===== config.mk =====
export PLATFORM = sky130hd
export DESIGN_NAME = fusion_unit
export DESIGN_NICKNAME = d
export VERILOG_FILES = /design/src/source/fusion_pkg.sv /design/src/source/fusion_unit.sv /design/src/source/fusion_accumulator.sv /design/src/source/fusion_reducer.sv /design/src/source/brick_sign_ctrl.sv /design/src/source/bitbrick.sv
export SDC_FILE = /design/constraint.sdc
export NUM_CORES = 1
export LEC_CHECK = 0
export ABC_AREA = 1
export BUFFER_PORTS_ARGS = -buffer_cell sky130_fd_sc_hd__buf_2
export CAP_MARGIN = 0
export CORE_MARGIN = 3
export CORE_UTILIZATION = 45
export DETAILED_ROUTE_END_ITERATION = 7
export GPL_TIMING_DRIVEN = 0
export SLEW_MARGIN = 5
export SYNTH_ARGS = -nofsm -noshare
export SYNTH_HDL_FRONTEND = slang
export SYNTH_SLANG_ARGS = --single-unit

===== constraint.sdc =====
create_clock -name clk -period 12.1 [get_ports clk]
set_input_delay 1.815 -clock clk [delete_from_list [all_inputs] [get_ports clk]]
set_output_delay 1.815 -clock clk [all_outputs]
set_load 0.01 [all_outputs]

===== src/source/fusion_pkg.sv =====
package fusion_pkg;

    ////////////////////////////////////////////////////////////////////////////
    // precision modes
    ////////////////////////////////////////////////////////////////////////////

    localparam int MODE_W = 4;

    typedef logic [MODE_W-1:0] mode_t;

    // sum-together precisions
    localparam mode_t MODE_2X2 = 4'd0;
    localparam mode_t MODE_4X4 = 4'd1;
    localparam mode_t MODE_8X8 = 4'd2;

    // matches no valid mode so the first cycle after reset clears the sum
    localparam mode_t MODE_RESET = 4'd15;

    ////////////////////////////////////////////////////////////////////////////
    // datapath widths
    ////////////////////////////////////////////////////////////////////////////

    // full operand width on each side
    localparam int OPERAND_W = 8;

    // one brick multiplies a 2-bit piece of x by a 2-bit piece of y
    localparam int BRICK_IN_W = 2;
    localparam int BRICK_P_W  = 5;
    localparam int NUM_BRICKS = 16;

    // brick product, two's complement
    typedef logic [BRICK_P_W-1:0] brick_prod_t;

    // fused product and default accumulator width
    localparam int PRODUCT_W     = 16;
    localparam int SUM_W_DEFAULT = 20;

endpackage

===== src/source/fusion_unit.sv =====
`timescale 1ns/1ps

module fusion_unit import fusion_pkg::*; #(
    parameter int SUM_W = SUM_W_DEFAULT
) (
    input  logic                 clk,
    input  logic                 nrst,
    input  logic [OPERAND_W-1:0] x,
    input  logic [OPERAND_W-1:0] y,
    input  logic                 sx,
    input  logic                 sy,
    input  logic                 en,
    input  mode_t                mode,
    output logic [PRODUCT_W-1:0] product,
    output logic [SUM_W-1:0]     sum
);

    // nibble width, two pieces per nibble
    localparam int NIB_W = 2 * BRICK_IN_W;

    logic [BRICK_IN_W-1:0] bx_piece [NUM_BRICKS];
    logic [BRICK_IN_W-1:0] by_piece [NUM_BRICKS];
    logic [NUM_BRICKS-1:0] bx_signed;
    logic [NUM_BRICKS-1:0] by_signed;
    brick_prod_t           brick_prod [NUM_BRICKS];

    // per-brick sign flags from mode and operand signs
    brick_sign_ctrl u_sign_ctrl (
        .mode      (mode),
        .sx        (sx),
        .sy        (sy),
        .bx_signed (bx_signed),
        .by_signed (by_signed)
    );

    ////////////////////////////////////////////////////////////////////////////
    // operand slicing and brick array
    ////////////////////////////////////////////////////////////////////////////

    for (genvar k = 0; k < NUM_BRICKS; k++) begin : g_brick
        // block k/4 picks the nibbles in hh, hl, lh, ll order
        // position k%4 picks the halves in the same order
        localparam int X_LSB = NIB_W * (1 - (k / 4) / 2) + BRICK_IN_W * (1 - (k % 4) / 2);
        localparam int Y_LSB = NIB_W * (1 - (k / 4) % 2) + BRICK_IN_W * (1 - (k % 4) % 2);

        assign bx_piece[k] = x[X_LSB +: BRICK_IN_W];
        assign by_piece[k] = y[Y_LSB +: BRICK_IN_W];

        bitbrick u_brick (
            .x        (bx_piece[k]),
            .y        (by_piece[k]),
            .x_signed (bx_signed[k]),
            .y_signed (by_signed[k]),
            .p        (brick_prod[k])
        );
    end

    // fuse the bricks for the current precision
    fusion_reducer u_reducer (
        .mode       (mode),
        .sx         (sx),
        .sy         (sy),
        .brick_prod (brick_prod),
        .product    (product)
    );

    fusion_accumulator #(
        .SUM_W (SUM_W)
    ) u_accumulator (
        .clk     (clk),
        .nrst    (nrst),
        .mode    (mode),
        .en      (en),
        .product (product),
        .sum     (sum)
    );

endmodule


===== src/source/fusion_accumulator.sv =====
`timescale 1ns/1ps

module fusion_accumulator import fusion_pkg::*; #(
    parameter int SUM_W = SUM_W_DEFAULT
) (
    input  logic                 clk,
    input  logic                 nrst,
    input  mode_t                mode,
    input  logic                 en,
    input  logic [PRODUCT_W-1:0] product,
    output logic [SUM_W-1:0]     sum
);

    // accumulator fields per mode and the product field they take
    localparam int ACC4_W = 12;
    localparam int P4_W   = 10;
    localparam int ACC2_W = 10;
    localparam int P2_W   = 8;

    if (SUM_W < SUM_W_DEFAULT) begin : g_width_check
        $error("SUM_W must be at least %0d", SUM_W_DEFAULT);
    end

    mode_t             mode_q;
    logic              mode_change;
    logic [SUM_W-1:0]  acc8_next;
    logic [ACC4_W-1:0] acc4_next;
    logic [ACC2_W-1:0] acc2_next;

    ////////////////////////////////////////////////////////////////////////////
    // mode history
    ////////////////////////////////////////////////////////////////////////////

    always_ff @(posedge clk) begin
        if (!nrst) begin
            mode_q <= MODE_RESET;
        end else begin
            mode_q <= mode;
        end
    end

    assign mode_change = (mode != mode_q);

    ////////////////////////////////////////////////////////////////////////////
    // running sum
    ////////////////////////////////////////////////////////////////////////////

    // field adds, each sign extends from the top of its product field
    assign acc8_next = sum + {{(SUM_W-PRODUCT_W){product[PRODUCT_W-1]}}, product};
    assign acc4_next = sum[ACC4_W-1:0] + {{(ACC4_W-P4_W){product[P4_W-1]}}, product[P4_W-1:0]};
    assign acc2_next = sum[ACC2_W-1:0] + {{(ACC2_W-P2_W){product[P2_W-1]}}, product[P2_W-1:0]};

    always_ff @(posedge clk) begin
        if (!nrst) begin
            sum <= '0;
        end else if (mode_change) begin
            // new precision starts from zero, en does not matter
            sum <= '0;
        end else if (en) begin
            case (mode)
                MODE_8X8: sum <= acc8_next;
                // narrow fields zero fill the rest
                MODE_4X4: sum <= SUM_W'(acc4_next);
                MODE_2X2: sum <= SUM_W'(acc2_next);
                default:  sum <= '0;
            endcase
        end
    end

    // a mode switch leaves an empty sum one edge later
    assert property (@(posedge clk) disable iff (!nrst) mode_change |=> (sum == '0))
        else $error("sum not cleared after mode change");

    // after a 2x2 cycle only the 10-bit field can be set
    assert property (@(posedge clk) disable iff (!nrst)
        (mode_q == MODE_2X2) |-> (sum[SUM_W-1:ACC2_W] == '0))
        else $error("2x2 sum has upper bits set %h", sum);

endmodule


===== src/source/fusion_reducer.sv =====
`timescale 1ns/1ps

module fusion_reducer import fusion_pkg::*; (
    input  mode_t                mode,
    input  logic                 sx,
    input  logic                 sy,
    input  brick_prod_t          brick_prod [NUM_BRICKS],
    output logic [PRODUCT_W-1:0] product
);

    // 4x4 block product and the per-mode result fields
    localparam int BLK_W   = 8;
    localparam int NUM_BLK = NUM_BRICKS / 4;
    localparam int CROSS_W = 12;
    localparam int SUM4_W  = 10;
    localparam int SUM2_W  = 8;

    logic [BLK_W-1:0]   blk_prod [NUM_BLK];
    logic [CROSS_W-1:0] cross_sum;
    logic [SUM4_W-1:0]  sum4;
    logic [SUM2_W-1:0]  sum2;
    logic               blk_ext;

    ////////////////////////////////////////////////////////////////////////////
    // block merge, four bricks into one 4x4 product
    ////////////////////////////////////////////////////////////////////////////

    for (genvar b = 0; b < NUM_BLK; b++) begin : g_blk
        brick_prod_t         hh;
        brick_prod_t         hl;
        brick_prod_t         lh;
        brick_prod_t         ll;
        logic [BRICK_P_W:0]  mid;

        assign hh = brick_prod[4*b];
        assign hl = brick_prod[4*b+1];
        assign lh = brick_prod[4*b+2];
        assign ll = brick_prod[4*b+3];

        // middle terms share weight 4, sign extended before the add
        assign mid = {hl[BRICK_P_W-1], hl} + {lh[BRICK_P_W-1], lh};

        // low brick is unsigned here, so its top bit is always 0
        // hh sits at weight 16 right above it
        assign blk_prod[b] = BLK_W'({hh, ll[BRICK_P_W-2:0]}) + BLK_W'({mid, 2'b00});
    end

    ////////////////////////////////////////////////////////////////////////////
    // mode select
    ////////////////////////////////////////////////////////////////////////////

    // a nibble product is two's complement once either side is signed
    assign blk_ext = sx | sy;

    always_comb begin
        // cross blocks x-high*y-low and x-low*y-high, sign set by the high side
        cross_sum = {{(CROSS_W-BLK_W){blk_prod[1][BLK_W-1] & sx}}, blk_prod[1]}
                  + {{(CROSS_W-BLK_W){blk_prod[2][BLK_W-1] & sy}}, blk_prod[2]};

        // sum of the four nibble products
        sum4 = '0;
        for (int b = 0; b < NUM_BLK; b++) begin
            sum4 = sum4 + {{(SUM4_W-BLK_W){blk_prod[b][BLK_W-1] & blk_ext}}, blk_prod[b]};
        end

        // sum of the sixteen brick products
        // an unsigned brick tops out at 9 so the sign bit is safe to copy
        sum2 = '0;
        for (int k = 0; k < NUM_BRICKS; k++) begin
            sum2 = sum2 + {{(SUM2_W-BRICK_P_W){brick_prod[k][BRICK_P_W-1]}}, brick_prod[k]};
        end

        case (mode)
            MODE_8X8: begin
                // high block at weight 256, low block at 1, crosses at 16
                product = {blk_prod[0], blk_prod[NUM_BLK-1]} + {cross_sum, 4'b0000};
            end
            MODE_4X4: begin
                product = {{(PRODUCT_W-SUM4_W){1'b0}}, sum4};
            end
            MODE_2X2: begin
                product = {{(PRODUCT_W-SUM2_W){1'b0}}, sum2};
            end
            default: begin
                product = '0;
            end
        endcase
    end

    // the narrow modes leave the top of the product clear
    always_comb begin
        if (mode == MODE_4X4) begin
            assert final (product[PRODUCT_W-1:SUM4_W] == '0)
                else $error("4x4 product has upper bits set %h", product);
        end
        if (mode == MODE_2X2) begin
            assert final (product[PRODUCT_W-1:SUM2_W] == '0)
                else $error("2x2 product has upper bits set %h", product);
        end
    end

endmodule


===== src/source/brick_sign_ctrl.sv =====
`timescale 1ns/1ps

module brick_sign_ctrl import fusion_pkg::*; (
    input  mode_t                 mode,
    input  logic                  sx,
    input  logic                  sy,
    output logic [NUM_BRICKS-1:0] bx_signed,
    output logic [NUM_BRICKS-1:0] by_signed
);

    ////////////////////////////////////////////////////////////////////////////
    // constant masks of the bricks that see a top piece
    ////////////////////////////////////////////////////////////////////////////

    // block k/4 selects the nibbles, position k%4 selects the halves
    // x walks the high index bit, y the low one
    function automatic logic [NUM_BRICKS-1:0] top_mask(input bit for_y, input bit whole_word);
        logic [NUM_BRICKS-1:0] m;
        int blk_sel;
        int pos_sel;
        for (int k = 0; k < NUM_BRICKS; k++) begin
            blk_sel = for_y ? (k / 4) % 2 : (k / 4) / 2;
            pos_sel = for_y ? (k % 4) % 2 : (k % 4) / 2;
            // high half of the nibble, and the high nibble when the operand is a byte
            m[k] = (pos_sel == 0) && (!whole_word || blk_sel == 0);
        end
        return m;
    endfunction

    localparam logic [NUM_BRICKS-1:0] X_TOP_8X8 = top_mask(1'b0, 1'b1);
    localparam logic [NUM_BRICKS-1:0] Y_TOP_8X8 = top_mask(1'b1, 1'b1);
    localparam logic [NUM_BRICKS-1:0] X_TOP_4X4 = top_mask(1'b0, 1'b0);
    localparam logic [NUM_BRICKS-1:0] Y_TOP_4X4 = top_mask(1'b1, 1'b0);

    ////////////////////////////////////////////////////////////////////////////
    // flag select
    ////////////////////////////////////////////////////////////////////////////

    always_comb begin
        case (mode)
            MODE_8X8: begin
                // only the msb piece of each byte
                bx_signed = {NUM_BRICKS{sx}} & X_TOP_8X8;
                by_signed = {NUM_BRICKS{sy}} & Y_TOP_8X8;
            end
            MODE_4X4: begin
                // msb piece of every nibble
                bx_signed = {NUM_BRICKS{sx}} & X_TOP_4X4;
                by_signed = {NUM_BRICKS{sy}} & Y_TOP_4X4;
            end
            MODE_2X2: begin
                // each piece is an operand of its own
                bx_signed = {NUM_BRICKS{sx}};
                by_signed = {NUM_BRICKS{sy}};
            end
            default: begin
                bx_signed = '0;
                by_signed = '0;
            end
        endcase
    end

    // unknown mode codes must leave every brick unsigned
    always_comb begin
        if (!(mode inside {MODE_2X2, MODE_4X4, MODE_8X8})) begin
            assert final (bx_signed == '0 && by_signed == '0)
                else $error("sign flags set for invalid mode %0d", mode);
        end
    end

endmodule


===== src/source/bitbrick.sv =====
`timescale 1ns/1ps

module bitbrick import fusion_pkg::*; (
    input  logic [BRICK_IN_W-1:0] x,
    input  logic [BRICK_IN_W-1:0] y,
    input  logic                  x_signed,
    input  logic                  y_signed,
    output brick_prod_t           p
);

    // full adder cell giving carry and sum
    function automatic logic [1:0] fa(input logic a, input logic b, input logic c);
        fa = {(a & b) | (a & c) | (b & c), a ^ b ^ c};
    endfunction

    // half adder cell giving carry and sum
    function automatic logic [1:0] ha(input logic a, input logic b);
        ha = {a & b, a ^ b};
    endfunction

    logic [2:0] xi;
    logic [2:0] yi;
    logic [2:0] pp0;
    logic [2:0] pp1;
    logic [2:0] pp2;
    logic [1:0] ha1;
    logic [1:0] fa2;
    logic [1:0] ha2;
    logic [1:0] fa3a;
    logic [1:0] fa3b;

    // 3-bit operands, top bit is the sign copy or a zero
    assign xi = {x_signed & x[1], x};
    assign yi = {y_signed & y[1], y};

    // baugh-wooley rows, terms with exactly one sign bit are inverted
    assign pp0 = {~(xi[2] & yi[0]), xi[1] & yi[0], xi[0] & yi[0]};
    assign pp1 = {~(xi[2] & yi[1]), xi[1] & yi[1], xi[0] & yi[1]};
    assign pp2 = {xi[2] & yi[2], ~(xi[1] & yi[2]), ~(xi[0] & yi[2])};

    // column 1
    assign ha1 = ha(pp0[1], pp1[0]);
    // column 2
    assign fa2 = fa(pp1[1], pp2[0], ha1[1]);
    assign ha2 = ha(pp0[2], fa2[0]);
    // column 3 takes the correction one
    assign fa3a = fa(pp1[2], pp2[1], fa2[1]);
    assign fa3b = fa(fa3a[0], ha2[1], 1'b1);

    // column 4 is the top bit, carries out of it are dropped
    assign p = {pp2[2] ^ fa3a[1] ^ fa3b[1], fa3b[0], ha2[0], ha1[0], pp0[0]};

endmodule


# Yosys cells after proc, flatten, opt, wreduce, memory -nomap -nowiden
# Cells that the tools add are included.
# totals
regBits,24
inputBits,25
out_inout_bits,36
elab_cells,690
# op_classes
addsub,31
eq_ne,3
muxes,4
bitwise_logic,648
n_reduce_logical,2
# ops
cell,count
$and A1 B1 Y1,326
$pmux W16 S3,3
$xor A1 B1 Y1,144
$add A8 B8 Y8,17
$or A1 B1 Y1,97
$not A1 Y1,81
$pmux W20 S3,1
$add A10 B10 Y10,3
$add A5 B5 Y6,5
$add A20 B20 Y20,1
$add A9 B9 Y10,2
$add A16 B16 Y16,1
$add A12 B12 Y12,1
$add A6 B5 Y7,1
$eq A4 B1 Y1 const B,1
$eq A4 B2 Y1 const B,1
$logic_not A4 Y1,1
$ne A4 B4 Y1,1
$reduce_or A2 Y1,1

# Logic depth before layout (Yosys ltp)
# logic_depth
word_depth,31
depth_mapped,51
ltp_nobuf,50

# Cells and area by module
# A second synthesis with hierarchy kept.
# unflattened
cells_unflattened,1803
hier_area_um2,11802.6
# by_module_without_submodules
mod,n_inst,cells_each,area_per_inst_um2,seq_area_each_um2
fusion_reducer,1,729,5677.9,0.0
bitbrick,16,41,217.7,0.0
fusion_accumulator,1,377,2387.3,480.5
brick_sign_ctrl,1,41,254.0,0.0

# Least setup slack after synthesis
# No wires, ideal clock.
# synth_path
path_kind,in2out
from,input y[7]
to,output product[7]
arrival_time_ns,8.554
required_ns,10.285
setup_slack_ns,1.731
path_stages,33
n_path_buf,1
path_cell_list,clkbuf_1 inv_1 nor3_1 inv_1 nor2_1 fa_1 inv_1 ha_1 inv_1 ha_1 xnor2_1 xor2_1 inv_1 fa_1 inv_1 fa_1 fa_1 fa_1 fa_1 inv_1 fa_1 inv_1 ha_1 a21o_1 a31oi_1 or2_2 nand2_1 nand2_1 nand2_1 inv_1 nand2_1 nand3_1 nand2_1
# synth_between
elab_chain_cells,27
word_cells_on_any_way,165
cone_classes,add/sub (24); mux (1); bitwise (140)
# synth_lines
element,line_no,rtl
"start, declared",fusion_unit.sv:9,"input logic [OPERAND_W-1:0] y,"
$and A1 B1 Y1,bitbrick.sv:34,"assign yi = {y_signed & y[1], y};"
$and A1 B1 Y1,bitbrick.sv:39,"assign pp2 = {xi[2] & yi[2], ~(xi[1] & yi[2]), ~(xi[0] & yi[2])};"
$not A1 Y1,bitbrick.sv:39,
$and A1 B1 Y1,bitbrick.sv:13,"fa = {(a & b) | (a & c) | (b & c), a ^ b ^ c};"
$or A1 B1 Y1 (2 in a row),bitbrick.sv:13,
$and A1 B1 Y1 / $xor A1 B1 Y1 (equally long branches),bitbrick.sv:13,
$or A1 B1 Y1 / $and A1 B1 Y1 (equally long branches),bitbrick.sv:13,
$or A1 B1 Y1,bitbrick.sv:13,
$xor A1 B1 Y1 / $or A1 B1 Y1 (equally long branches),"bitbrick.sv:51, bitbrick.sv:13",
$xor A1 B1 Y1,bitbrick.sv:51,"assign p = {pp2[2] ^ fa3a[1] ^ fa3b[1], fa3b[0], ha2[0], ha1[0], pp0[0]};"
$add A5 B5 Y6,fusion_reducer.sv:70,"sum2 = sum2 + {{(SUM2_W-BRICK_P_W){brick_prod[k][BRICK_P_W-1]}}, brick_prod[k]};"
$add A6 B5 Y7,fusion_reducer.sv:70,
$add A8 B8 Y8 (13 in a row),fusion_reducer.sv:70,
$pmux W16 S3 *,fusion_reducer.sv:73,case (mode)
"end, declared",fusion_unit.sv:14,"output logic [PRODUCT_W-1:0] product,"
# Every way passes the cells marked *; elsewhere a longest branch is shown, timed or not.

# Final worst setup path
# Same ends and word-level chain as after synthesis.

==> flow_summary.yaml <==
worst_setup_path:
  cpMostUsedCell: "inv_1"
  r2r_cells: 13
  worstPathArrival_ps: 9750
  worst-path-max-fanout: 9
  reg2reg_from: "u_accumulator.sum[0]$_SDFFE_PP0P_"
  cp.required_ps: 10280
  startpoint_type: "input port"
  worst-r2r-setup-slack_ps: 9460
  end_kind: "output pin"
  critPathSlowestCell: "fa_1"
  path_class: "in -> out"
  worstReg2RegEnd: "u_accumulator.sum[16]$_SDFFE_PP0P_"
  slowest_delay_ps: 560
cells_and_area:
  nets: 1774
  final_util: 0.495
  layout_common_cells: "345 x inv_1, 279 x nand2_1, 157 x ha_1, 130 x fa_1, 83 x a21oi_1"
  area_growth_pct: 6.44
  n_antenna_cell: 0
  final_area_sq_mm: 0.0109
  final_common_cell: "inv_1"
  drive_above_1_share: 0.0671
synthesis:
  syn_nets: 1725
  postSynthCellCount: 1413
  synth_edf_count: 0
  synth_top_area_cell: "fa_1"
  ys_ff_latch: 24
  async_flop_share: 0
  ys_seq_area_frac: 0.0468
  ys.flop_type: "dfxtp_1"
  yosysWarnings: 0
  yosys-top-cells-area: "fa_1 25%, ha_1 19%, inv_1 13%"
  synth_area_sq_mm: 0.0103
  synth_cell_types: 53
  syn-mean-instance-area_sq_um: 7.27
  synth_top_area_share: 0.253
die:
  dieArea_sq_mm: 0.0247
  die_y_um: 157
  rows: 54
  ioPinCount: 61
  core_region_area_sq_mm: 0.0221
  start_util: 0.465
  die_w_um: 157
cts:
  cts_sinks: 24
  cts-hold-fix-buffers: 0
  numCtsBuffers: 3
  htree_levels: 1
  cts-root-buf: "clkbuf_16"
  clock_latency_ps: 270
  clock_path_buffers: 2
  path_clk_slew_ps: 70
  cts_tree: "built"
drt:
  postRouteAntennaNets: 0
  num_vias: 8768
  via_per_inst: 5.04
  postRouteWirelength_um: 26400
  drc: 0
  wl_per_cell_um: 15.2
  dr.pass1.iters: 5
  drt_iter0_markers: 415
sta:
  min_period_ps: 11560
  fin_tns_setup_ps: 0
  hold_viol: 0
  fin_hold_ws_ps: 479
  setup-violations-final: 0
  worstMarginPinSlew_ps: 830
  max_freq_mhz: 86.5
  rsz0062_at_grt: "no"
  slew_headroom: 0.446
  slew_violations: 0
  period_share: 0.956
  fin_worst_skew_ps: 6.17
hold_path:
  hold_path.class: "reg -> reg"
  min_to: "u_accumulator.sum[17]$_SDFFE_PP0P_"
  hold_path_depth: 2
  min_from: "u_accumulator.sum[17]$_SDFFE_PP0P_"
placement:
  hpwl_um: 23400
  dpl_cell_area_sq_mm: 0.0108
  place.gp.congestion: 0.884
  portBuffers: 45
global_route:
  grt_max_degree: 13
  grt_pass1_wl_um: 43800
  antenna_found_initial: 0
  grt_pass1_vias: 8666
  gr-total-overflow: 0
  track_usage: 0.224
run_status:
  outcome: "complete, no violations"
run:
  drv_cap: 0
synth_stat cells (6+ instances only):
| library cell | number |
|---|---|
| nand2_2 | 6 |
| nand3_1 | 57 |
| xor2_1 | 49 |
| nand2_1 | 279 |
| clkbuf_1 | 20 |
| nor3_1 | 12 |
| fa_1 | 130 |
| nand4_1 | 8 |
| nor2_1 | 76 |
| ha_1 | 157 |
| dfxtp_1 | 24 |
| inv_1 | 345 |
| o21ai_0 | 42 |
| xnor2_1 | 32 |
| a21oi_1 | 83 |
final cells by class:
type	instances	area [sq um]
flip-flops and latches	24	480
plain buffers	21	80.1
well taps	280	350
inverters	352	1330
clock buffers	3	75.1
fillers	2282	11200
repair buffers	45	225
multi-input cells	1015	8400
cells by family after synthesis:
family	Yosys count	share of synthesized area
and+or+nand+nor	470	0.202
buffers and inverters	374	0.137
DFF	24	0.0468
adders and majority gates	287	0.445
xor gates and xnor gates	81	0.0691
AOI/OAI and AO/OA	177	0.101
per-stage QoR:
| step | cells | setup WS, ps |
|---|---|---|
| after floorplan | 1413 | 1730 |
| after global placement | 1738 | -22.4 |
| after detailed placement | 1738 | -17.0 |
| after CTS | 1741 | 244 |
| after global routing | 1740 | 18.9 |
| final | 1740 | 538 |
how the worst max path moves through the flow:
stage,start,to,cells after the start
after global routing,y[7],product[7],34
final,y[7],product[7],34
after global placement,mode[0],product[7],33
after floorplan,y[7],product[7],33
after detailed placement,mode[0],product[7],33
after CTS,mode[0],product[7],35
state kept, by name (all words and copies together) (netlist names):
signal / flops
u_accumulator.mode_q: 4
u_accumulator.sum: 20
routing by layer:
metal	share of wire	GRT usage	wire length [um]	vias to the layer above
met5	0	0	0	-
met4	0.012	0.0277	323	0
met3	0.041	0.0275	1080	22
met2	0.46	0.371	12200	130
met1	0.49	0.324	12900	4149
li1	-	-	-	4467
repair_timing:
| item | 4_1_cts | 5_1_grt |
|---|---|---|
| setup buffers | 0 | 0 |
| endpoints found under the setup margin | 1 | 7 |
| pin swaps | 0 | 0 |
| gates resized for setup | 1 | 3 |
critical path: cells and delay by family:
kind	cells	cell delay, ps
buffers and inverters	11	1510
AO/OA/AOI/OAI	2	350
AND/OR/NAND/NOR	9	1420
XOR/XNOR	2	350
adder cells (fa/ha/maj)	10	4300
Power is not shown: default switching activity piles up to over one toggle a cycle in this logic, so the estimate is an artifact.
